$ cat src/verilog/backend_pkg.sv
// shared sizes, opcode enums and packets; one mult and one branch unit, unit index is 1 bit wide
`default_nettype none

package backend_pkg;

    // datapath and register file sizes
    localparam int xlen = 32;
    localparam int phys_reg_idx_w = 6;
    localparam int num_phys_regs = 1 << phys_reg_idx_w;
    localparam logic [phys_reg_idx_w-1:0] zero_reg = '0;

    // reorder buffer tag and unit index within a class
    localparam int rob_idx_w = 5;
    localparam int fu_idx_w = 1;

    // only the alu count is a module parameter
    localparam int num_fu_mult = 1;
    localparam int num_fu_branch = 1;

    typedef enum logic [1:0] {
        fu_alu    = 2'd0,
        fu_mult   = 2'd1,
        fu_branch = 2'd2
    } fu_class_e;

    // alu opcodes, prefixed since and/or/xor are keywords
    typedef enum logic [3:0] {
        alu_add  = 4'd0,
        alu_sub  = 4'd1,
        alu_and  = 4'd2,
        alu_or   = 4'd3,
        alu_xor  = 4'd4,
        alu_sll  = 4'd5,
        alu_srl  = 4'd6,
        alu_sra  = 4'd7,
        alu_slt  = 4'd8,
        alu_sltu = 4'd9
    } alu_func_e;

    typedef enum logic [2:0] {
        br_beq  = 3'd0,
        br_bne  = 3'd1,
        br_blt  = 3'd2,
        br_bge  = 3'd3,
        br_bltu = 3'd4,
        br_bgeu = 3'd5,
        br_jal  = 3'd6
    } br_func_e;

    // one instruction from the issuer, operands already read
    typedef struct packed {
        logic                      valid;
        fu_class_e                 fu_class;
        logic [fu_idx_w-1:0]       fu_index;
        alu_func_e                 alu_func;
        br_func_e                  br_func;
        logic [xlen-1:0]           pc;
        logic [xlen-1:0]           rs1_value;
        logic [xlen-1:0]           rs2_value;
        logic [xlen-1:0]           imm;
        logic [phys_reg_idx_w-1:0] dest_reg_idx;
        logic [rob_idx_w-1:0]      rob_index;
    } issue_packet_t;

    // finished result, held in a unit and then in the execute/complete register
    typedef struct packed {
        logic                      valid;
        fu_class_e                 fu_class;
        logic [fu_idx_w-1:0]       fu_index;
        logic [xlen-1:0]           pc;
        logic [xlen-1:0]           npc;
        logic [xlen-1:0]           result;
        logic                      take_branch;
        logic [phys_reg_idx_w-1:0] dest_reg_idx;
        logic [rob_idx_w-1:0]      rob_index;
    } ex_co_packet_t;

    typedef struct packed {
        logic                 valid;
        logic [rob_idx_w-1:0] rob_index;
        logic                 take_branch;
        logic [xlen-1:0]      branch_target;
        fu_class_e            fu_class;
    } co_rob_packet_t;

    // common data bus write
    typedef struct packed {
        logic                      en;
        logic [phys_reg_idx_w-1:0] idx;
        logic [xlen-1:0]           data;
    } cdb_t;

endpackage

`default_nettype wire

$ cat src/verilog/complete_stage.sv
// purely combinational; frees the unit on every valid packet, halt handling is left to the rob
`default_nettype none

module complete_stage import backend_pkg::*; #(
    parameter int num_fu_alu = 2
) (
    input  ex_co_packet_t           ex_co_reg,
    output cdb_t                    cdb,
    output co_rob_packet_t          co_rob_packet,
    output logic [num_fu_alu-1:0]    free_alu,
    output logic [num_fu_mult-1:0]   free_mult,
    output logic [num_fu_branch-1:0] free_branch
);

    logic is_branch;

    assign is_branch = ex_co_reg.fu_class == fu_branch;

    // register write, skipped for the zero register
    assign cdb.en  = ex_co_reg.valid && (ex_co_reg.dest_reg_idx != zero_reg);
    assign cdb.idx = ex_co_reg.dest_reg_idx;
    // taken branch writes the link, everything else its result
    assign cdb.data = ex_co_reg.take_branch ? ex_co_reg.npc : ex_co_reg.result;

    // rob completion, target only means something for branches
    assign co_rob_packet.valid         = ex_co_reg.valid;
    assign co_rob_packet.rob_index     = ex_co_reg.rob_index;
    assign co_rob_packet.take_branch   = ex_co_reg.take_branch;
    assign co_rob_packet.branch_target = is_branch ? ex_co_reg.result : ex_co_reg.npc;
    assign co_rob_packet.fu_class      = ex_co_reg.fu_class;

    // one-hot free pulse for the unit that just finished
    always_comb begin
        free_alu    = '0;
        free_mult   = '0;
        free_branch = '0;
        if (ex_co_reg.valid) begin
            case (ex_co_reg.fu_class)
                fu_alu: begin
                    free_alu[ex_co_reg.fu_index] = 1'b1;
                end
                fu_mult: begin
                    free_mult[ex_co_reg.fu_index] = 1'b1;
                end
                fu_branch: begin
                    free_branch[ex_co_reg.fu_index] = 1'b1;
                end
                default: begin
                    free_alu = '0;
                end
            endcase
        end
    end

endmodule

`default_nettype wire

$ cat config.mk
export PLATFORM = sky130hd
export DESIGN_NAME = complete_stage
export DESIGN_NICKNAME = d
export VERILOG_FILES = /design/src/verilog/backend_pkg.sv /design/src/verilog/complete_stage.sv
export SDC_FILE = /design/constraint.sdc
export NUM_CORES = 1
export LEC_CHECK = 0
export BUFFER_PORTS_ARGS = -buffer_cell sky130_fd_sc_hd__buf_2
export CORE_MARGIN = 8
export CORE_UTILIZATION = 30
export DETAILED_ROUTE_END_ITERATION = 12
export GPL_TIMING_DRIVEN = 0
export PLACE_DENSITY = 0.86
export SYNTH_ARGS = -nofsm -noshare
export SYNTH_HDL_FRONTEND = slang
export SYNTH_SLANG_ARGS = --single-unit
$ cat constraint.sdc
create_clock -name vclk -period 1.9
set_input_delay 0.38 -clock vclk [all_inputs]
set_output_delay 0.38 -clock vclk [all_outputs]
set_load 0.1 [all_outputs]
## Word level (Yosys, flattened, before mapping)

Cells that the tools add are included.

- Flip-flop bits (word level): 0
- Memory bits (read-only): 0
- Input port bits: 112
- Bits in latches: 0
- Memory bits (writable): 0
- Memories: 0
- Logic and storage cells: 21

- Add/subtract/negate cells: 0
- Shift-type cells: 0
- Bitwise logic cells: 0
- $lt $le $gt $ge: 3
- Div/mod/pow operators: 0
- Mux-type cells: 11
- Reduce and logical (&&, ||, !) cells: 5
- Eq/ne operators: 2
- Multiply operators: 0

Operators by type and width:

| kind | number |
|---|---|
| 2-to-1 mux 32 bit | 2 |
| 2-to-1 mux 1 bit | 6 |
| nonzero test 6 bit | 1 |
| 2-to-1 mux 2 bit | 2 |
| logical AND 1 bit | 3 |
| equality test 2 x 1 -> 1 bit (second input constant) | 1 |
| equality test 2 bit (second input constant) | 1 |
| logical NOT 2 bit | 1 |
| less-than comparator 1 x 2 -> 1 bit (second input constant) | 1 |
| demux 1 bit (select 1 bit) | 1 |
| >= comparator 1 bit (second input constant) | 1 |
| less-than comparator 1 bit (second input constant) | 1 |

## Longest topological paths before layout

- Word-level depth: 6
- Depth in mapped cells: 4
- Gate-level depth less buffers: 2

## Worst setup path after synthesis

OpenSTA, ideal clock, no wires.

- Kind: input port to output port
- From: input ex_co_reg[108] (netlist name)
- To: output free_mult
- Stages: 2
- Path slack: -1.239 ns
- Path buffers: 0
- Arrival: 2.759 ns
- Path through: nand2b_1 > nor3b_1

- Cells in the longest elaborated chain, start to end: 5
- Elaborated cells on any way between the ends: 6
- Those cells by class: 2 x order compare; 3 x mux; 1 x reduce/logical

RTL lines:

| what | RTL line | RTL |
|---|---|---|
| start, declared | complete_stage.sv:7 | `input ex_co_packet_t ex_co_reg,` |
| >= comparator 1 bit (not written as such) / less-than comparator 1 bit (equally long branches) | complete_stage.sv:43 | `free_mult[ex_co_reg.fu_index] = 1'b1;` |
| logical AND 1 bit (not written as such) * | complete_stage.sv:43 |  |
| 2-to-1 mux 1 bit (not written as such) * | complete_stage.sv:43 |  |
| 2-to-1 mux 1 bit * | complete_stage.sv:38 | `case (ex_co_reg.fu_class)` |
| 2-to-1 mux 1 bit * | complete_stage.sv:37 | `if (ex_co_reg.valid) begin` |
| end, declared | complete_stage.sv:11 | `output logic [num_fu_mult-1:0] free_mult,` |

Mark *: on every way between the ends. The rest lies on a longest branch, timed or not.

==> results.yml <==
layout:
  antennaDiodeCount: 0
  layout.nets: 368
  area_growth_pct: 104
  flops_and_latches: 0
  drive_above_1_share_pct: 97.2
  register_area_um2: 0
  clkbuf_count: 0
detailed_routing:
  ant_nets: 0
  wl_um: 4990
  route.detailed.drc: 0
  via_count: 1379
  drt_iter0_drc: 8
  wire_per_inst_um: 16.5
  via_per_inst: 4.57
  dr.pass1.iters: 2
pwr:
  peakVddDrop_uv: 382
  power_uw: 1510
  leakagePower_uw: 0.00121
  power_density_nw_per_um2: 672
floorplan:
  die_h_um: 76.6
  die-area_um2: 5860
  start_util_pct: 30.5
  core_um2: 3610
  rows: 22
  io_pins: 196
  die_x_um: 76.6
setup_path:
  critPathKind: "input port to output port"
  cp_data_required_time_ns: 1.52
  endpoint_kind: "output port"
  cp_cell_sequence: "clkbuf_1 -> buf_4 -> mux2_2 -> clkbuf_4"
  arrival_ns: 1.49
  worst-path-max-fanout: 10
  max_stage_delay_ns: 0.36
  cp_slowest_cell: "mux2_2"
  critPathLaunchType: "input port"
timing:
  hold_slack_ns: 1.15
  relSlewSlack_pct: 66.9
  max_clock_freq_mhz: 536
  min_period_ns: 1.87
  setup-violations-final: 0
  hold_violations: 0
  rsz0062_at_grt: "yes"
  worst_slew_pin_slew_ns: 0.500
  min_period_over_period_pct: 98.3
  drv_slew: 0
global_routing:
  grt_pass1_wl_um: 7760
  grt_pass1_vias: 1637
  overflow: 0
  grt_use_total_pct: 15.1
  grt_max_degree: 11
  antenna_found_initial: 0
logic_synthesis:
  yosys-top-cells-count: "32 x mux2_2, 30 x mux2_4, 18 x buf_4"
  synth_area_um2: 1100
  yosysWarnings: 0
  yosys.area_share.simple_pct: 4.43
  synth-seq-area-share_pct: 0
  syn_nets: 208
  synth_top_cell_by_area: "mux2_4"
  synthXorXnorAreaFrac_pct: 0
  synth.area.top_cells: "mux2_4 41%, mux2_2 33%, buf_4 12%"
  yosys.cell_count.top_type: "mux2_2"
  synth_top_family_by_area: "multiplexers"
  synth_top_area_share_pct: 40.9
  synthCells: 96
  synthMuxAreaShare_pct: 75.7
  synth.avg_cell_area_um2: 11.5
  ys_types: 14
  synth_adder_area_share_pct: 0
  synth_compound_area_share_pct: 0.795
placement:
  portBuffers: 158
  hpwl_um: 4200
  gp_congestion: 0.747
run_status:
  status: "complete, no violations"
flow_run:
  maxCapViolations: 0
clock_network:
  cts_setup_buffers: 0
  cts_hold_buf: 0
worst_hold_path:
  hold_class: "input port to output port"
## final cells by class
| type | count | area (um2) |
|---|---|---|
| fill | 304 | 1360 |
| timing repair buffer | 158 | 1060 |
| multi-input combinational | 73 | 920 |
| buffer | 23 | 210 |
| tap | 48 | 60.1 |
## critical path, delay by kind of cell
kind	cells	cell delay, ns
buf+inv	3	0.75
mux	1	0.36
## per-layer routing
metal / routed length [um] / vias to the layer above / GRT usage, % / share of wire [%]
met2: 2870 / 82 / 32.6 / 57
met5: 0 / - / 0 / 0
met3: 386 / 4 / 4.48 / 7.7
met4: 34 / 0 / 1.15 / 0.68
li1: - / 658 / - / -
met1: 1710 / 635 / 13.4 / 34
## cells by family after synthesis
group,count (synthesis)
compound gates,1
mux,64
buf+inv,23
simple gates,8
## report_power, final
group	internal (uW)	leakage (uW)	switching, uW
Clock	0	0	0
Combinational	391	0.00121	1120
Sequential	0	0	0
Total	391	0.00121	1120
## stage by stage
| stage | instance area [um2] | utilization (%) | setup WS, ns | cells | TNS (ns) |
|---|---|---|---|---|---|
| floorplan | 1130 | - | -0.293 | 96 | -0.789 |
| global placement | 1980 | 54.9 | -0.122 | 302 | -3.38 |
| detailed placement | 1980 | 54.9 | -0.124 | 302 | -3.41 |
| CTS | 2180 | 60.4 | 0.0226 | 302 | 0 |
| global route | 2250 | 62.4 | -0.0149 | 302 | -0.0956 |
| finish | 2250 | 62.4 | 0.0331 | 302 | 0 |
## path summary, 6_finish.rpt
kind,from,to,slack (ns),cells after the start
max,ex_co_reg[11],cdb[3],0.03,4
min,ex_co_reg[4],co_rob_packet[39],1.15,2
## layout by cell type (no fill, tap or decap)
cell type  synthesis  routed
buf_8              0       1
mux2_4            30      30
o31a_1             1       1
nand2_1            1       1
buf_2              0      99
buf_4             18      20
nor2b_2            0       1
buf_6              1      31
nor3_4             0       1
clkbuf_4           0      26
nor3_2             0       1
mux2_2            32      32
clkbuf_1           1       1
mux2_1             2       2
buf_12             3       3
nand2b_1           1       1
or4_1              1       1
nor3b_2            0       2
## what timing repair did
action,in CTS,in global routing
pin swaps,0,0
endpoints found under the setup margin,31,28
resized for setup,64,29
No activity file was read; power rests on OpenSTA's default activity.
