## src/verilog/backend_pkg.sv

```systemverilog
// shared sizes, opcode enums and packets; one mult and one branch unit, unit index is 1 bit wide
`default_nettype none

package backend_pkg;

    // datapath and register file sizes
    localparam int xlen = 32;
    localparam int phys_reg_idx_w = 6;
    localparam int num_phys_regs = 1 << phys_reg_idx_w;
    localparam logic [phys_reg_idx_w-1:0] zero_reg = '0;

    // reorder buffer tag and unit index within a class
    localparam int rob_idx_w = 5;
    localparam int fu_idx_w = 1;

    // only the alu count is a module parameter
    localparam int num_fu_mult = 1;
    localparam int num_fu_branch = 1;

    typedef enum logic [1:0] {
        fu_alu    = 2'd0,
        fu_mult   = 2'd1,
        fu_branch = 2'd2
    } fu_class_e;

    // alu opcodes, prefixed since and/or/xor are keywords
    typedef enum logic [3:0] {
        alu_add  = 4'd0,
        alu_sub  = 4'd1,
        alu_and  = 4'd2,
        alu_or   = 4'd3,
        alu_xor  = 4'd4,
        alu_sll  = 4'd5,
        alu_srl  = 4'd6,
        alu_sra  = 4'd7,
        alu_slt  = 4'd8,
        alu_sltu = 4'd9
    } alu_func_e;

    typedef enum logic [2:0] {
        br_beq  = 3'd0,
        br_bne  = 3'd1,
        br_blt  = 3'd2,
        br_bge  = 3'd3,
        br_bltu = 3'd4,
        br_bgeu = 3'd5,
        br_jal  = 3'd6
    } br_func_e;

    // one instruction from the issuer, operands already read
    typedef struct packed {
        logic                      valid;
        fu_class_e                 fu_class;
        logic [fu_idx_w-1:0]       fu_index;
        alu_func_e                 alu_func;
        br_func_e                  br_func;
        logic [xlen-1:0]           pc;
        logic [xlen-1:0]           rs1_value;
        logic [xlen-1:0]           rs2_value;
        logic [xlen-1:0]           imm;
        logic [phys_reg_idx_w-1:0] dest_reg_idx;
        logic [rob_idx_w-1:0]      rob_index;
    } issue_packet_t;

    // finished result, held in a unit and then in the execute/complete register
    typedef struct packed {
        logic                      valid;
        fu_class_e                 fu_class;
        logic [fu_idx_w-1:0]       fu_index;
        logic [xlen-1:0]           pc;
        logic [xlen-1:0]           npc;
        logic [xlen-1:0]           result;
        logic                      take_branch;
        logic [phys_reg_idx_w-1:0] dest_reg_idx;
        logic [rob_idx_w-1:0]      rob_index;
    } ex_co_packet_t;

    typedef struct packed {
        logic                 valid;
        logic [rob_idx_w-1:0] rob_index;
        logic                 take_branch;
        logic [xlen-1:0]      branch_target;
        fu_class_e            fu_class;
    } co_rob_packet_t;

    // common data bus write
    typedef struct packed {
        logic                      en;
        logic [phys_reg_idx_w-1:0] idx;
        logic [xlen-1:0]           data;
    } cdb_t;

endpackage

`default_nettype wire

```

## src/verilog/phys_regfile.sv

```systemverilog
// 64 x 32 register file; cdb write lands on the next edge, read is combinational
`default_nettype none

module phys_regfile import backend_pkg::*; (
    input  logic                      clock,
    input  logic                      arst_n,
    input  cdb_t                      cdb,
    input  logic [phys_reg_idx_w-1:0] rf_read_idx,
    output logic [xlen-1:0]           rf_read_data
);

    logic [xlen-1:0] regs [num_phys_regs];

    // whole array clears on reset so reads are defined from the start
    always_ff @(posedge clock or negedge arst_n) begin
        if (!arst_n) begin
            for (int r = 0; r < num_phys_regs; r++) begin
                regs[r] <= '0;
            end
        end else if (cdb.en && (cdb.idx != zero_reg)) begin
            regs[cdb.idx] <= cdb.data;
        end
    end

    // no bypass, a same-cycle write is seen one cycle later
    assign rf_read_data = (rf_read_idx == zero_reg) ? '0 : regs[rf_read_idx];

endmodule

`default_nettype wire

```

## config.mk

```make
export PLATFORM = sky130hd
export DESIGN_NAME = phys_regfile
export DESIGN_NICKNAME = d
export VERILOG_FILES = /design/src/verilog/backend_pkg.sv /design/src/verilog/phys_regfile.sv
export SDC_FILE = /design/constraint.sdc
export NUM_CORES = 2
export LEC_CHECK = 0
export ABC_AREA = 1
export BUFFER_PORTS_ARGS = -buffer_cell sky130_fd_sc_hd__buf_2
export CORE_ASPECT_RATIO = 2
export CORE_MARGIN = 2
export CORE_UTILIZATION = 25
export DETAILED_ROUTE_END_ITERATION = 8
export HOLD_SLACK_MARGIN = 0.15
export SLEW_MARGIN = 30
export SYNTH_ARGS = -nofsm -noshare
export SYNTH_HDL_FRONTEND = slang
export SYNTH_SLANG_ARGS = --single-unit
```

## constraint.sdc

```tcl
create_clock -name clock -period 9.2 [get_ports clock]
set_input_delay 2.76 -clock clock [delete_from_list [all_inputs] [get_ports clock]]
set_output_delay 2.76 -clock clock [all_outputs]
set_load 0.1 [all_outputs]
```

=== After elaboration in Yosys (flattened, before gate mapping) ===
Cells that the tools add are included.

* Register bits after elaboration: 2048
* Bits of input ports: 47
* Word-level logic and storage cells: 80

* Muxes and demuxes: 7
* Magnitude comparators: 3
* Bitwise gates (word level): 2
* Reductions and logical operators: 4

{| class="wikitable"
|+ Operators with widths
! kind !! number
|-
| $bwmux 2048 || 1
|-
| $bmux 32 s6 || 1
|-
| $demux 32 s6 || 1
|-
| $mux 32 || 4
|-
| $ge 7x7->1 const B || 2
|-
| $not 6->7 || 2
|-
| $lt 7x1->1 const B || 1
|-
| $logic_not 6->1 || 1
|-
| $reduce_bool 6->1 || 1
|-
| $logic_and 1x1->1 || 2
|}

=== Depth between registers and ports, before layout ===
* Word-level depth: 6
* Depth in mapped cells: 17

=== Worst setup path before layout ===
Ideal clock, no wire load.

* Kind: input to output
* Start: input rf_read_idx[0]
* End: output rf_read_data[26]
* Stages: 15
* Path slack: 0.807 ns
* Path buffers: 5
* Arrival time: 5.633 ns
* Cells stage by stage: buf_2 clkinv_1 buf_2 buf_4 buf_2 buf_2 nand2_1 nand3_1 nand2_1 nand2_1 nand2_1 nor2_1 nand2_1 nand3_1 a21oi_1

* Word-level cells in the longest chain between the ends: 5

{| class="wikitable"
|+ Ends and longest elaborated chain
! item !! line !! text
|-
| from (decl) || phys_regfile.sv:8 || <nowiki>input logic [phys_reg_idx_w-1:0] rf_read_idx,</nowiki>
|-
| $not 6->7 (not written as such) || phys_regfile.sv:26 || <nowiki>assign rf_read_data = (rf_read_idx == zero_reg) ? '0 : regs[rf_read_idx];</nowiki>
|-
| $bmux 32 s6 || phys_regfile.sv:26 ||
|-
| $mux 32 (not written as such) (2 in series) || phys_regfile.sv:26 ||
|-
| $mux 32 (*) || phys_regfile.sv:26 ||
|-
| to (decl) || phys_regfile.sv:9 || <nowiki>output logic [xlen-1:0] rf_read_data</nowiki>
|}

Every way passes the cells marked *; elsewhere a longest branch is shown, timed or not. The select of a mux whose other input is x is not followed.

=== Final worst setup path ===
* Start: input rf_read_idx[0]
* End: output rf_read_data[31]

Same word-level chain as after synthesis.

==> flow_summary.toml <==
[cells_and_area]
num-nets-final = 12681
nFillCells = 42011
synthToLayoutAreaGrowth_pct = 12.45
largest_registers = "regs: 2048 flops"
drive_above_1_share = 0.05907
regMostFlops = "regs"
largest_reg_flops = 2048

[pwr]
powerDensity_nw_per_um2 = 201.2
ir_drop_v = 0.0001567
static-leakage-power_nw = 52.99

[setup_path]
start_kind = "primary input"
critPathKind = "in -> out"
r2r_setup_slack_ns = 8.46
cp_max_fo = 35
reg2reg_depth = 2
r2r_start = "regs[921]$_DFFE_PN0P_"
worst_setup_path_end_kind = "output port"
cp_data_arrival_time_ns = 5.92
cp.required_ns = 6.44
timing.rr.end = "regs[921]$_DFFE_PN0P_"

[global_route]
grt.total_usage = 0.1711
grt_max_degree = 166
grt_pass1_wl_um = 518200
grt_pass1_vias = 81245
grt_overflow_total = 0
antenna_found_initial = 24

[synth]
ys.flop_type = "dfrtp_1"
netlist_area_um2 = 97260
yosysMostFrequentCell = "nand2_1"
synth_top_area_frac = 0.5269
synth_fa_ha_area_frac = 0
synth_compound_area_frac = 0.1170
synth_common_cells = "nand2_1, o21ai_0, dfrtp_1"
synth_edf_count = 0
synth.area.top_cells = "dfrtp_1, nand2_1, o21ai_0"
netlist_instances = 13139
yosys.area_share.xor_xnor = 0
yosys.area_share.simple = 0.2687
synth_fp_nets = 13186
synth.avg_cell_area_um2 = 7.402
ys_seq_area_frac = 0.5269
synth-async-reset-ratio = 1.000
synth_largest_area_cell = "dfrtp_1"
ys_types = 23
ys_seq_elements = 2048
synth_top_family_by_area = "simple AND/OR/NAND/NOR gates"
synthMuxAreaShare = 0
yosysWarnings = 0

[cts]
cts_buffer_depth = 4
clock_sinks = 2048
hold_buffers = 0
clk-insertion-delay-late_ns = 0.82
cts.clk_slew.worst_paths_ns = 0.07
numCtsBuffers = 174
cts.repair.resized = 0
post_cts_buffers = 0
htreeDepth = 4
clock-root-buffer = "clkbuf_16"
cts_tree = "done"

[die]
coreArea_um2 = 388400
rows = 324
die_w_um = 445.0
dieHeight_um = 886.1
start_util = 0.2504
dieArea_um2 = 394400
ios = 79

[timing]
clock_skew_ns = 0
period_needed_ns = 8.683
tightestPinTransition_ns = 1.045
hold_viol = 0
max_freq_ghz = 0.1152
maxSlewViolCount = 0
finalCritPeriodShare = 0.9438
rsz0062_at_grt = "false"
setup_viol = 0
timing.hold.ws_ns = 0.3770
setup_tns_ns = 0
slew_headroom = 0.3033

[detailed_routing]
via_per_inst = 4.690
drtIter0Drc = 7740
dr.pass1.iters = 8
drc = 0
drtAntennaViolNets = 0
wire_per_inst_um = 19.25
vias = 83603
wirelength_met1_um = 126200
highest_layer = "met5"
met3RoutedLength_um = 17960
dr_wl_met2_um = 175300
wl_um = 343100

[outcome]
status = "finished clean"

[min_path]
hold_class = "reg -> reg"
min_from = "regs[2017]$_DFFE_PN0P_"
holdPathStages = 0
hold_path_end = "regs[2017]$_DFFE_PN0P_"

[placed_design]
hpwlAfterDp_um = 211600
routabilityCongestion = 0.8605
port_buffers = 78

[flow_run]
drv_cap = 0
where the power goes:
group / total [mW] / switching [mW] / internal, mW
clock network: 8.00 / 3.62 / 4.39
registers: 10.8 / 0.605 / 10.2
logic: 3.25 / 2.15 / 1.09
total: 22.0 / 6.37 / 15.6
cell families after synthesis:
group / after synthesis
simple gates: 6596
flops: 2048
buf+inv: 2221
compound gates: 2274
per-stage QoR:
| step | std cells | worst slack [ns] | power (mW) | util | area [µm²] |
|---|---|---|---|---|---|
| 3_3_place_gp | 17499 | 0.5892 | 14.07 | 0.2655 | 103100 |
| 3_5_place_dp | 17505 | 0.5919 | 14.16 | 0.2659 | 103300 |
| 2_1_floorplan | 13139 | 0.8066 | 12.97 | - | 97260 |
| 5_1_grt | 17822 | 0.4964 | 23.05 | 0.2816 | 109400 |
| 6_report | 17825 | 0.5170 | 22.01 | 0.2816 | 109400 |
| 4_1_cts | 17812 | 0.5753 | 22.15 | 0.2811 | 109200 |
critical path, stage by stage:
cell	delay, ns
buf_8	0.32
inv_8	0.17
buf_12	0.22
buf_4	0.29
buf_4	0.29
nand2_1	0.10
nand3_1	0.06
nand2_1	0.07
nand2_1	0.05
nand2_1	0.09
nor2_1	0.06
nand2_1	0.07
nand3_1	0.43
a21oi_1	0.58
buf_12	0.24
layer usage:
layer / GRT usage / vias up
met5: 0 / -
met4: 0.1055 / 10
met3: 0.01893 / 871
met2: 0.3151 / 2509
met1: 0.1860 / 40494
li1: - / 39719
worst max path at each step:
stage                       end  cells past startpoint      startpoint  slack (ns)
6_report       rf_read_data[31]                     15  rf_read_idx[0]        0.52
5_1_grt        rf_read_data[31]                     15  rf_read_idx[0]        0.50
3_3_place_gp   rf_read_data[31]                     15  rf_read_idx[0]        0.59
4_1_cts        rf_read_data[31]                     15  rf_read_idx[0]        0.58
2_1_floorplan  rf_read_data[26]                     15  rf_read_idx[0]        0.81
3_5_place_dp   rf_read_data[31]                     15  rf_read_idx[0]        0.59
area by class of cell:
| class | count | area (µm²) | share of cell area |
|---|---|---|---|
| Antenna cell | 7 | 17.52 | 0.0001602 |
| Clock buffer | 251 | 5200 | 0.04754 |
| Clock inverter | 56 | 718.2 | 0.006566 |
| Inverter | 1185 | 4468 | 0.04085 |
| Multi-Input combinational cell | 8870 | 37650 | 0.3443 |
| Sequential cell | 2048 | 51250 | 0.4686 |
| Tap cell | 5053 | 6322 | 0.05780 |
| Timing Repair Buffer | 355 | 3745 | 0.03424 |
placed cells by master (no fill, tap or decap), drive strengths merged:
master    instances
nor2            473
diode             7
buf             355
nand3           927
clkinvlp          2
or2               1
bufinv           16
nor3              8
inv            1189
clkbuf          251
nor4              3
o211ai            1
a21oi            94
clkinv           34
nand2          5182
dfrtp          2048
o21ai          2179
nand4             2
Power figures use the tool's default switching activity.
