$ cat src/verilog/backend_pkg.sv
// shared sizes, opcode enums and packets; one mult and one branch unit, unit index is 1 bit wide
`default_nettype none

package backend_pkg;

    // datapath and register file sizes
    localparam int xlen = 32;
    localparam int phys_reg_idx_w = 6;
    localparam int num_phys_regs = 1 << phys_reg_idx_w;
    localparam logic [phys_reg_idx_w-1:0] zero_reg = '0;

    // reorder buffer tag and unit index within a class
    localparam int rob_idx_w = 5;
    localparam int fu_idx_w = 1;

    // only the alu count is a module parameter
    localparam int num_fu_mult = 1;
    localparam int num_fu_branch = 1;

    typedef enum logic [1:0] {
        fu_alu    = 2'd0,
        fu_mult   = 2'd1,
        fu_branch = 2'd2
    } fu_class_e;

    // alu opcodes, prefixed since and/or/xor are keywords
    typedef enum logic [3:0] {
        alu_add  = 4'd0,
        alu_sub  = 4'd1,
        alu_and  = 4'd2,
        alu_or   = 4'd3,
        alu_xor  = 4'd4,
        alu_sll  = 4'd5,
        alu_srl  = 4'd6,
        alu_sra  = 4'd7,
        alu_slt  = 4'd8,
        alu_sltu = 4'd9
    } alu_func_e;

    typedef enum logic [2:0] {
        br_beq  = 3'd0,
        br_bne  = 3'd1,
        br_blt  = 3'd2,
        br_bge  = 3'd3,
        br_bltu = 3'd4,
        br_bgeu = 3'd5,
        br_jal  = 3'd6
    } br_func_e;

    // one instruction from the issuer, operands already read
    typedef struct packed {
        logic                      valid;
        fu_class_e                 fu_class;
        logic [fu_idx_w-1:0]       fu_index;
        alu_func_e                 alu_func;
        br_func_e                  br_func;
        logic [xlen-1:0]           pc;
        logic [xlen-1:0]           rs1_value;
        logic [xlen-1:0]           rs2_value;
        logic [xlen-1:0]           imm;
        logic [phys_reg_idx_w-1:0] dest_reg_idx;
        logic [rob_idx_w-1:0]      rob_index;
    } issue_packet_t;

    // finished result, held in a unit and then in the execute/complete register
    typedef struct packed {
        logic                      valid;
        fu_class_e                 fu_class;
        logic [fu_idx_w-1:0]       fu_index;
        logic [xlen-1:0]           pc;
        logic [xlen-1:0]           npc;
        logic [xlen-1:0]           result;
        logic                      take_branch;
        logic [phys_reg_idx_w-1:0] dest_reg_idx;
        logic [rob_idx_w-1:0]      rob_index;
    } ex_co_packet_t;

    typedef struct packed {
        logic                 valid;
        logic [rob_idx_w-1:0] rob_index;
        logic                 take_branch;
        logic [xlen-1:0]      branch_target;
        fu_class_e            fu_class;
    } co_rob_packet_t;

    // common data bus write
    typedef struct packed {
        logic                      en;
        logic [phys_reg_idx_w-1:0] idx;
        logic [xlen-1:0]           data;
    } cdb_t;

endpackage

`default_nettype wire

$ cat src/verilog/alu_unit.sv
// single-cycle alu; always uses rs2_value as operand b, start must only come while idle
`default_nettype none

module alu_unit import backend_pkg::*; (
    input  logic          clock,
    input  logic          arst_n,
    input  logic          start,
    input  issue_packet_t in_packet,
    input  logic          taken,
    output logic          done,
    output ex_co_packet_t out_packet
);

    logic [xlen-1:0] opa;
    logic [xlen-1:0] opb;
    logic [4:0]      shamt;
    logic [xlen-1:0] alu_out;
    ex_co_packet_t   next_pkt;
    ex_co_packet_t   res_q;

    assign opa   = in_packet.rs1_value;
    assign opb   = in_packet.rs2_value;
    // shifts only look at the low 5 bits
    assign shamt = opb[4:0];

    always_comb begin
        case (in_packet.alu_func)
            alu_add:  alu_out = opa + opb;
            alu_sub:  alu_out = opa - opb;
            alu_and:  alu_out = opa & opb;
            alu_or:   alu_out = opa | opb;
            alu_xor:  alu_out = opa ^ opb;
            alu_sll:  alu_out = opa << shamt;
            alu_srl:  alu_out = opa >> shamt;
            alu_sra:  alu_out = $signed(opa) >>> shamt;
            alu_slt:  alu_out = xlen'($signed(opa) < $signed(opb));
            alu_sltu: alu_out = xlen'(opa < opb);
            default:  alu_out = '0;
        endcase
    end

    // result packet, sequential npc and no redirect
    always_comb begin
        next_pkt              = '0;
        next_pkt.valid        = 1'b1;
        next_pkt.fu_class     = in_packet.fu_class;
        next_pkt.fu_index     = in_packet.fu_index;
        next_pkt.pc           = in_packet.pc;
        next_pkt.npc          = in_packet.pc + xlen'(4);
        next_pkt.result       = alu_out;
        next_pkt.dest_reg_idx = in_packet.dest_reg_idx;
        next_pkt.rob_index    = in_packet.rob_index;
    end

    // busy flag, set on issue and dropped once the selector takes it
    always_ff @(posedge clock or negedge arst_n) begin
        if (!arst_n) begin
            done <= 1'b0;
        end else if (start) begin
            done <= 1'b1;
        end else if (taken) begin
            done <= 1'b0;
        end
    end

    always_ff @(posedge clock) begin
        if (start) begin
            res_q <= next_pkt;
        end
    end

    always_comb begin
        out_packet       = res_q;
        out_packet.valid = done;
    end

endmodule

`default_nettype wire

$ cat src/verilog/branch_unit.sv
// resolves one branch or jal per issue; target is pc plus imm, link is pc plus 4
`default_nettype none

module branch_unit import backend_pkg::*; (
    input  logic          clock,
    input  logic          arst_n,
    input  logic          start,
    input  issue_packet_t in_packet,
    input  logic          taken,
    output logic          done,
    output ex_co_packet_t out_packet
);

    logic          take;
    ex_co_packet_t next_pkt;
    ex_co_packet_t res_q;

    always_comb begin
        case (in_packet.br_func)
            br_beq:  take = in_packet.rs1_value == in_packet.rs2_value;
            br_bne:  take = in_packet.rs1_value != in_packet.rs2_value;
            br_blt:  take = $signed(in_packet.rs1_value) < $signed(in_packet.rs2_value);
            br_bge:  take = $signed(in_packet.rs1_value) >= $signed(in_packet.rs2_value);
            br_bltu: take = in_packet.rs1_value < in_packet.rs2_value;
            br_bgeu: take = in_packet.rs1_value >= in_packet.rs2_value;
            // jal is unconditional
            br_jal:  take = 1'b1;
            default: take = 1'b0;
        endcase
    end

    // result carries the target, npc the link written back when taken
    always_comb begin
        next_pkt              = '0;
        next_pkt.valid        = 1'b1;
        next_pkt.fu_class     = in_packet.fu_class;
        next_pkt.fu_index     = in_packet.fu_index;
        next_pkt.pc           = in_packet.pc;
        next_pkt.npc          = in_packet.pc + xlen'(4);
        next_pkt.result       = in_packet.pc + in_packet.imm;
        next_pkt.take_branch  = take;
        next_pkt.dest_reg_idx = in_packet.dest_reg_idx;
        next_pkt.rob_index    = in_packet.rob_index;
    end

    always_ff @(posedge clock or negedge arst_n) begin
        if (!arst_n) begin
            done <= 1'b0;
        end else if (start) begin
            done <= 1'b1;
        end else if (taken) begin
            done <= 1'b0;
        end
    end

    // payload holds until the selector takes it
    always_ff @(posedge clock) begin
        if (start) begin
            res_q <= next_pkt;
        end
    end

    always_comb begin
        out_packet       = res_q;
        out_packet.valid = done;
    end

endmodule

`default_nettype wire

$ cat src/verilog/mult_unit.sv
// low 32 bits of rs1 times rs2 over num_mult_stages stages (1 to 8); last stage holds until taken
`default_nettype none

module mult_unit import backend_pkg::*; #(
    parameter int num_mult_stages = 4
) (
    input  logic          clock,
    input  logic          arst_n,
    input  logic          start,
    input  issue_packet_t in_packet,
    input  logic          taken,
    output logic          done,
    output ex_co_packet_t out_packet
);

    localparam int last = num_mult_stages - 1;

    ex_co_packet_t first_pkt;
    ex_co_packet_t stage_pkt [num_mult_stages];
    logic          stage_valid [num_mult_stages];

    // product formed up front, later stages only carry it
    always_comb begin
        first_pkt              = '0;
        first_pkt.valid        = 1'b1;
        first_pkt.fu_class     = in_packet.fu_class;
        first_pkt.fu_index     = in_packet.fu_index;
        first_pkt.pc           = in_packet.pc;
        first_pkt.npc          = in_packet.pc + xlen'(4);
        first_pkt.result       = in_packet.rs1_value * in_packet.rs2_value;
        first_pkt.dest_reg_idx = in_packet.dest_reg_idx;
        first_pkt.rob_index    = in_packet.rob_index;
    end

    for (genvar i = 0; i < num_mult_stages; i++) begin : g_stage
        ex_co_packet_t in_pkt;
        logic          in_valid;

        if (i == 0) begin : g_head
            assign in_valid = start;
            assign in_pkt   = first_pkt;
        end else begin : g_body
            assign in_valid = stage_valid[i-1];
            assign in_pkt   = stage_pkt[i-1];
        end

        if (i == last) begin : g_hold
            // output stage keeps done high until the selector takes it
            always_ff @(posedge clock or negedge arst_n) begin
                if (!arst_n) begin
                    stage_valid[i] <= 1'b0;
                end else if (in_valid) begin
                    stage_valid[i] <= 1'b1;
                end else if (taken) begin
                    stage_valid[i] <= 1'b0;
                end
            end
        end else begin : g_pipe
            // inner stages advance every cycle
            always_ff @(posedge clock or negedge arst_n) begin
                if (!arst_n) begin
                    stage_valid[i] <= 1'b0;
                end else begin
                    stage_valid[i] <= in_valid;
                end
            end
        end

        always_ff @(posedge clock) begin
            if (in_valid) begin
                stage_pkt[i] <= in_pkt;
            end
        end
    end

    assign done = stage_valid[last];

    always_comb begin
        out_packet       = stage_pkt[last];
        out_packet.valid = done;
    end

endmodule

`default_nettype wire

$ cat src/verilog/execute_stage.sv
// routes each issue to its unit with no back-pressure; issuer must target idle units only
`default_nettype none

module execute_stage import backend_pkg::*; #(
    parameter int num_fu_alu      = 2,
    parameter int num_mult_stages = 4
) (
    input  logic          clock,
    input  logic          arst_n,
    input  logic          issue_valid,
    input  issue_packet_t issue_packet,
    output ex_co_packet_t ex_co_reg
);

    logic [num_fu_alu-1:0] alu_start;
    logic [num_fu_alu-1:0] alu_done;
    logic [num_fu_alu-1:0] alu_taken;
    ex_co_packet_t         alu_pkt [num_fu_alu];

    logic          mult_start;
    logic          mult_done;
    logic          mult_taken;
    ex_co_packet_t mult_pkt;

    logic          branch_start;
    logic          branch_done;
    logic          branch_taken;
    ex_co_packet_t branch_pkt;

    ex_co_packet_t sel_pkt;

    // issue decode by class and index
    assign mult_start   = issue_valid && (issue_packet.fu_class == fu_mult);
    assign branch_start = issue_valid && (issue_packet.fu_class == fu_branch);

    for (genvar k = 0; k < num_fu_alu; k++) begin : g_alu
        assign alu_start[k] = issue_valid && (issue_packet.fu_class == fu_alu)
                              && (issue_packet.fu_index == fu_idx_w'(k));

        alu_unit u_alu (
            .clock      (clock),
            .arst_n     (arst_n),
            .start      (alu_start[k]),
            .in_packet  (issue_packet),
            .taken      (alu_taken[k]),
            .done       (alu_done[k]),
            .out_packet (alu_pkt[k])
        );
    end

    mult_unit #(
        .num_mult_stages (num_mult_stages)
    ) u_mult (
        .clock      (clock),
        .arst_n     (arst_n),
        .start      (mult_start),
        .in_packet  (issue_packet),
        .taken      (mult_taken),
        .done       (mult_done),
        .out_packet (mult_pkt)
    );

    branch_unit u_branch (
        .clock      (clock),
        .arst_n     (arst_n),
        .start      (branch_start),
        .in_packet  (issue_packet),
        .taken      (branch_taken),
        .done       (branch_done),
        .out_packet (branch_pkt)
    );

    // fixed priority: mult, branch, then alus from index 0 up
    always_comb begin
        sel_pkt      = '0;
        mult_taken   = 1'b0;
        branch_taken = 1'b0;
        alu_taken    = '0;
        if (mult_done) begin
            sel_pkt    = mult_pkt;
            mult_taken = 1'b1;
        end else if (branch_done) begin
            sel_pkt      = branch_pkt;
            branch_taken = 1'b1;
        end else begin
            // scan downward so the lowest done index wins
            for (int k = num_fu_alu - 1; k >= 0; k--) begin
                if (alu_done[k]) begin
                    sel_pkt      = alu_pkt[k];
                    alu_taken    = '0;
                    alu_taken[k] = 1'b1;
                end
            end
        end
    end

    // losing units keep their hold registers for a later cycle
    always_ff @(posedge clock or negedge arst_n) begin
        if (!arst_n) begin
            ex_co_reg <= '0;
        end else begin
            ex_co_reg <= sel_pkt;
        end
    end

endmodule

`default_nettype wire

$ cat config.mk
export PLATFORM = sky130hd
export DESIGN_NAME = execute_stage
export DESIGN_NICKNAME = d
export VERILOG_FILES = /design/src/verilog/backend_pkg.sv /design/src/verilog/alu_unit.sv /design/src/verilog/branch_unit.sv /design/src/verilog/mult_unit.sv /design/src/verilog/execute_stage.sv
export SDC_FILE = /design/constraint.sdc
export NUM_CORES = 2
export LEC_CHECK = 0
export ABC_AREA = 1
export BUFFER_PORTS_ARGS = -buffer_cell sky130_fd_sc_hd__buf_2
export CAP_MARGIN = 30
export CORE_MARGIN = 5
export CORE_UTILIZATION = 30
export DETAILED_ROUTE_END_ITERATION = 6
export PLACE_DENSITY = 0.47
export SLEW_MARGIN = 25
export SYNTH_ARGS = -nofsm -noshare
export SYNTH_HDL_FRONTEND = slang
export SYNTH_SLANG_ARGS = --single-unit
$ cat constraint.sdc
create_clock -name clock -period 4.5 [get_ports clock]
set_clock_uncertainty 0.15 [all_clocks]
set_input_delay 0 -clock clock [delete_from_list [all_inputs] [get_ports clock]]
set_output_delay 0 -clock clock [all_outputs]
set_load 0.01 [all_outputs]
# ---- After elaboration in Yosys (flattened, before gate mapping)
# Memory sizes are Yosys's and may differ from the RTL's.
# Cells that the tools add are included.
dict set report word_totals {
  ff_bits 450
  ram_bits 448
  input_bits 153
  out_inout_bits 112
  word_cells 115
  n_memories 1
}
dict set report classes {
  n_addsub 4
  n_mul 1
  n_lt_le_gt_ge 4
  eq_ne 19
  shifts 3
  muxes 29
  n_bitwise 4
  n_reduce_logical 12
}
# name words word_bits rd rd_ports_with_merged_regs wr line_no
set memory_table {}
lappend memory_table {u_mult.stage_pkt 4 112 4 0 4 mult_unit.sv:19} ;# ex_co_packet_t stage_pkt [num_mult_stages];
# cell count
set ops {}
lappend ops {{2-to-1 mux 112 bit} 4}
lappend ops {{case mux 32 bit (10 select lines)} 1}
lappend ops {{adder 32 bit} 2}
lappend ops {{>= comparator 32 bit} 2}
lappend ops {{less-than comparator 32 bit} 2}
lappend ops {{adder 32 x 3 -> 32 bit, second input constant} 1}
lappend ops {{AND 32 bit} 1}
lappend ops {{== test 32 bit} 1}
lappend ops {{multiplier 32 x 32 -> 32 bit} 1}
lappend ops {{inequality test 32 bit} 1}
lappend ops {{bitwise OR 32 bit} 1}
lappend ops {{left shift 32 x 5 -> 32 bit} 1}
lappend ops {{right shift 32 x 5 -> 32 bit} 1}
lappend ops {{>>> shifter 32 x 5 -> 32 bit} 1}
lappend ops {{subtractor 32 bit} 1}
lappend ops {{bitwise XOR 32 bit} 1}
lappend ops {{2-to-1 mux 1 bit} 19}
lappend ops {{== test 4 x 3 -> 1 bit, second input constant} 4}
lappend ops {{== test 3 bit, second input constant} 3}
lappend ops {{== test 4 x 2 -> 1 bit, second input constant} 2}
lappend ops {{== test 4 bit, second input constant} 2}
lappend ops {{2-to-1 mux 2 bit} 4}
lappend ops {{nonzero test 2 bit} 4}
lappend ops {{case mux 1 bit (7 select lines)} 1}
lappend ops {{other kinds (10)} 15}

# ---- Depth between registers and ports, before layout
dict set report logic_depth {
  word_depth 6
  depth_mapped 31
  depth_no_buf 29
}

# ---- Cells and area by module
# A second synthesis with hierarchy kept.
dict set report unflattened {
  cells_unflattened 9208
  area_unflattened_um2 72316.9
}
# mod n_inst cells_each area_per_inst_um2 seq_area_each_um2
set by_module_without_submodules {}
lappend by_module_without_submodules {mult_unit 1 2759 30310.3 13072.5}
lappend by_module_without_submodules {{alu_unit (g_alu[0].u_alu)} 1 2332 14119.8 3268.1}
lappend by_module_without_submodules {{alu_unit (g_alu[1].u_alu)} 1 2319 14062.2 3268.1}
lappend by_module_without_submodules {execute_stage 1 1111 7071.8 2802.7}
lappend by_module_without_submodules {branch_unit 1 687 6752.7 3298.2}

# ---- Worst setup path before layout
# Ideal clock, no wire load.
dict set report synth_timing {
  path_kind {input to register}
  from {in issue_packet[148] (netlist bit)}
  to {reg u_mult.stage_valid, in the netlist u_mult.g_stage[1].in_valid}
  setup_ns 0.882
  arrival_ns 7.509
  t_required_ns 3.468
  slack_ns -4.040
  path_stages 1
  n_path_buf 0
  cell_sequence {nor3_1}
}
dict set report synth_via {
  elab_chain_len 2
}
# element line_no
set synth_lines {}
lappend synth_lines {{start, declared} execute_stage.sv:11} ;# input issue_packet_t issue_packet,
lappend synth_lines {{== test 2 x 1 -> 1 bit} execute_stage.sv:33} ;# assign mult_start = issue_valid && (issue_packet.fu_class == fu_mult);
lappend synth_lines {{logical AND 1 bit} execute_stage.sv:33}
lappend synth_lines {{end signal, assigned by index} mult_unit.sv:64} ;# stage_valid[i] <= in_valid;
lappend synth_lines {{end, declared} mult_unit.sv:20} ;# logic stage_valid [num_mult_stages];
# Every way passes these cells.
# A chain may end at the register's enable or synchronous reset.

==> impl_metrics.py <==
metrics = {
    "placement": {
        "gp_congestion": 0.9493,
        "hpwlAfterDp_um": 164400,
        "numPortBuffers": 263,
        "placed_cells": 8981,
    },
    "synthesis": {
        "yosysWarnings": 0,
        "synthesis.nets": 6871,
        "syn_area_per_cell_um2": 9.459,
        "synth_edf_count": 757,
        "synthCells": 6055,
        "synth_flop_cell": "edfxtp_1",
        "ys_types": 65,
        "ys_ff_latch": 874,
        "async_reset_ff_share_pct": 13.39,
        "ys_seq_area_share_pct": 44.80,
        "synth_area_um2": 57270,
    },
    "floorplan": {
        "rows": 160,
        "start_util_pct": 30.15,
        "die_h_um": 446.9,
        "fp.coreArea_um2": 190000,
        "io_pins": 265,
        "dieArea_um2": 199800,
        "chipWidth_um": 446.9,
    },
    "worst_hold_path": {
        "hold_end": "g_alu[1].u_alu.out_packet[9]$_DFFE_PP_",
        "hp-class": "input port to flop",
        "holdCritStartpoint": "issue_packet[9]",
        "hold_depth": 2,
    },
    "setup_path": {
        "critPathBufInv": 10,
        "reg2reg_depth": 6,
        "required_ns": 4.82,
        "r2r-end": "ex_co_reg[73]$_DFF_PN0_",
        "rrSetupSlack_ns": 1.78,
        "crit_fanout": 7,
        "cp-start-kind": "input port",
        "cp.arrival_ns": 5.89,
        "end_kind": "flop",
        "crit_top_cell": "fa_1",
        "r2r_start": "g_alu[0].u_alu.done$_DFFE_PN0P_",
        "cpLargestDelayFamily": "adder cells",
        "crit_slowest_cell": "fa_1",
        "slowest_delay_ns": 0.54,
        "worstSetupPathType": "input port to flop",
    },
    "drt": {
        "via_count": 44816,
        "drt_iter0_markers": 3203,
        "met1_length_um": 92990,
        "wl_met2_um": 105200,
        "drt_pass1_iterations": 5,
        "top_layer_used": "met4",
        "totalWireLength_um": 213600,
        "wl_met3_um": 8420,
        "ant_nets": 0,
        "avgRoutedWirePerCell_um": 22.91,
        "drt-vias-per-instance": 4.806,
        "drc_errors": 0,
    },
    "layout": {
        "syn_to_final_growth_pct": 23.94,
        "largest_reg_flops": 432,
        "fin_nets": 7551,
        "drive_gt1_share_pct": 18.35,
        "finalNonFillerCells": 9325,
        "finalCoreUtilization_pct": 37.36,
    },
    "cts": {
        "cts.sinks": 874,
        "clockRootBuffer": "clkbuf_16",
        "clock_path_buffers": 3,
        "htreeDepth": 3,
        "cts_buffers": 91,
        "cts_tree": "yes",
        "cts.clk_slew.worst_paths_ns": 0.06,
        "clk_latency_ns": 0.72,
    },
    "timing": {
        "max_slew_margin_pct": 37.34,
        "setup_violations": 23,
        "worst_slack_ns": -1.073,
        "drv_slew": 0,
        "post-route-min-period_ns": 5.573,
        "rsz0062_at_grt": "yes",
        "worstMarginPinSlew_ns": 0.9400,
        "period_share_pct": 123.8,
        "fmax_mhz": 179.4,
        "final_hold_viol_count": 0,
    },
    "global_route": {
        "grt_pass1_wl_um": 313300,
        "grt_max_degree": 118,
        "grt_pass1_vias": 46182,
        "grt_use_total_pct": 21.14,
        "grt_antenna_before_repair": 7,
        "gr-total-overflow": 0,
    },
    "status": {
        "status": "complete, but fails checks",
        "violations": "setup timing",
    },
    "job": {
        "maxCapViolations": 0,
    },
}
-- area by class of cell --
type / instances / area, um^2
diodes: 3 / 7.507
clock buffers: 127 / 2524
clock inverters: 42 / 431.7
fillers: 19115 / 119000
inverters: 1068 / 4023
multi-input cells: 3825 / 27950
flip-flops and latches: 874 / 25690
well taps: 2511 / 3142
repair buffers: 875 / 7227
-- per-stage QoR --
stage | setup TNS (ns) | worst slack, ns | hold slack (ns) | instance area, um^2
CTS | -18.42 | -1.059 | 0.002780 | 70410
finish | -20.64 | -1.073 | 0.04099 | 70990
floorplan | -27.67 | -1.709 | -0.4456 | 57710
global placement | -43.10 | -2.116 | -0.02479 | 64560
detailed placement | -43.47 | -2.112 | -0.02152 | 64560
global route | -24.08 | -1.230 | 0.03658 | 70980
-- cells in the final DEF, fill, tap and decap left out, types with 121 or more instances in the layout --
master         Yosys  final
a21oi_1          322    298
buf_2             76    222
buf_4              9    405
dlygate4sd3_1      0    121
edfxtp_1         757    757
fa_1             411    352
ha_1             252    206
inv_1           1050   1003
nand2_1         1407   1362
nand3_1          299    293
nor2_1           214    199
o21ai_0          408    393
-- routing by layer --
metal / GRT usage [%] / vias to the layer above
li1: - / 20929
met1: 28.15 / 22526
met2: 36.70 / 1118
met3: 1.878 / 243
met4: 6.259 / 0
met5: 0 / -
-- worst max-delay path by stage --
| stage | start | to | slack (ns) | cells after the start |
|---|---|---|---|---|
| 3_5_place_dp | issue_packet[45] | u_mult.stage_pkt[0][40]$_DFFE_PP_ | -2.11 | 22 |
| 6_report | issue_packet[48] | u_mult.stage_pkt[0][36]$_DFFE_PP_ | -1.07 | 27 |
| 4_1_cts | issue_packet[47] | u_mult.stage_pkt[0][38]$_DFFE_PP_ | -1.06 | 23 |
| 3_3_place_gp | issue_packet[54] | u_mult.stage_pkt[0][40]$_DFFE_PP_ | -2.12 | 21 |
| 2_1_floorplan | issue_packet[45] | u_mult.stage_pkt[0][38]$_DFFE_PP_ | -1.71 | 26 |
| 5_1_grt | issue_packet[47] | u_mult.stage_pkt[0][42]$_DFFE_PP_ | -1.23 | 26 |
-- worst register-to-register path: cells and delay by family, from the launching register on --
| family | cells | cell delay [ns] |
|---|---|---|
| DFF | 1 | 0.68 |
| AOI/OAI and AO/OA | 2 | 0.49 |
| and+or+nand+nor | 2 | 0.24 |
| buffers and inverters | 2 | 1.00 |
-- cell usage after synthesis (14+ instances only) --
| master | number | area [um^2] |
|---|---|---|
| inv_1 | 1050 | 3941 |
| nor3_1 | 45 | 225.2 |
| o21ai_0 | 408 | 2042 |
| clkbuf_1 | 143 | 536.8 |
| nor2_1 | 214 | 803.3 |
| buf_1 | 49 | 183.9 |
| a21oi_1 | 322 | 1612 |
| a21o_1 | 19 | 142.6 |
| nand2_1 | 1407 | 5281 |
| xnor2_1 | 25 | 219.0 |
| o21ai_1 | 66 | 330.3 |
| buf_2 | 76 | 380.4 |
| inv_2 | 14 | 52.55 |
| o22ai_1 | 17 | 106.4 |
| o21a_1 | 20 | 150.1 |
| fa_1 | 411 | 8228 |
| a31oi_1 | 17 | 106.4 |
| nand3_1 | 299 | 1496 |
| xor2_1 | 68 | 595.6 |
| o21bai_1 | 18 | 135.1 |
| edfxtp_1 | 757 | 22730 |
| dfrtp_1 | 117 | 2928 |
| ha_1 | 252 | 3153 |
| o211ai_1 | 28 | 210.2 |
| mux2i_1 | 14 | 140.1 |
| nand4_1 | 40 | 250.2 |
-- cells by family (layout without fill, tap and decap cells) --
kind of cell	after synthesis	count (layout)	share of synthesized area, %
AO/OA/AOI/OAI	979	979	9.391
XOR/XNOR	93	93	1.422
adder cells (fa/ha/maj)	663	663	19.87
buffers and inverters	1356	2112	9.217
flip-flops	874	874	44.80
multiplexers	14	14	0.2447
other	0	3	0
AND/OR/NAND/NOR	2076	2076	15.05
-- what timing repair did --
item                                    in CTS  in global routing
endpoints found under the setup margin      23                 24
pin swaps                                  192                166
gates resized for setup                    330                131
hold endpoints to repair                   591                  0
hold buffers                               121                  0
buffers inserted                            40                 19
gates cloned                                 3                  0
Power is not shown: default switching activity piles up to over one toggle a cycle in this logic, so the estimate is an artifact.
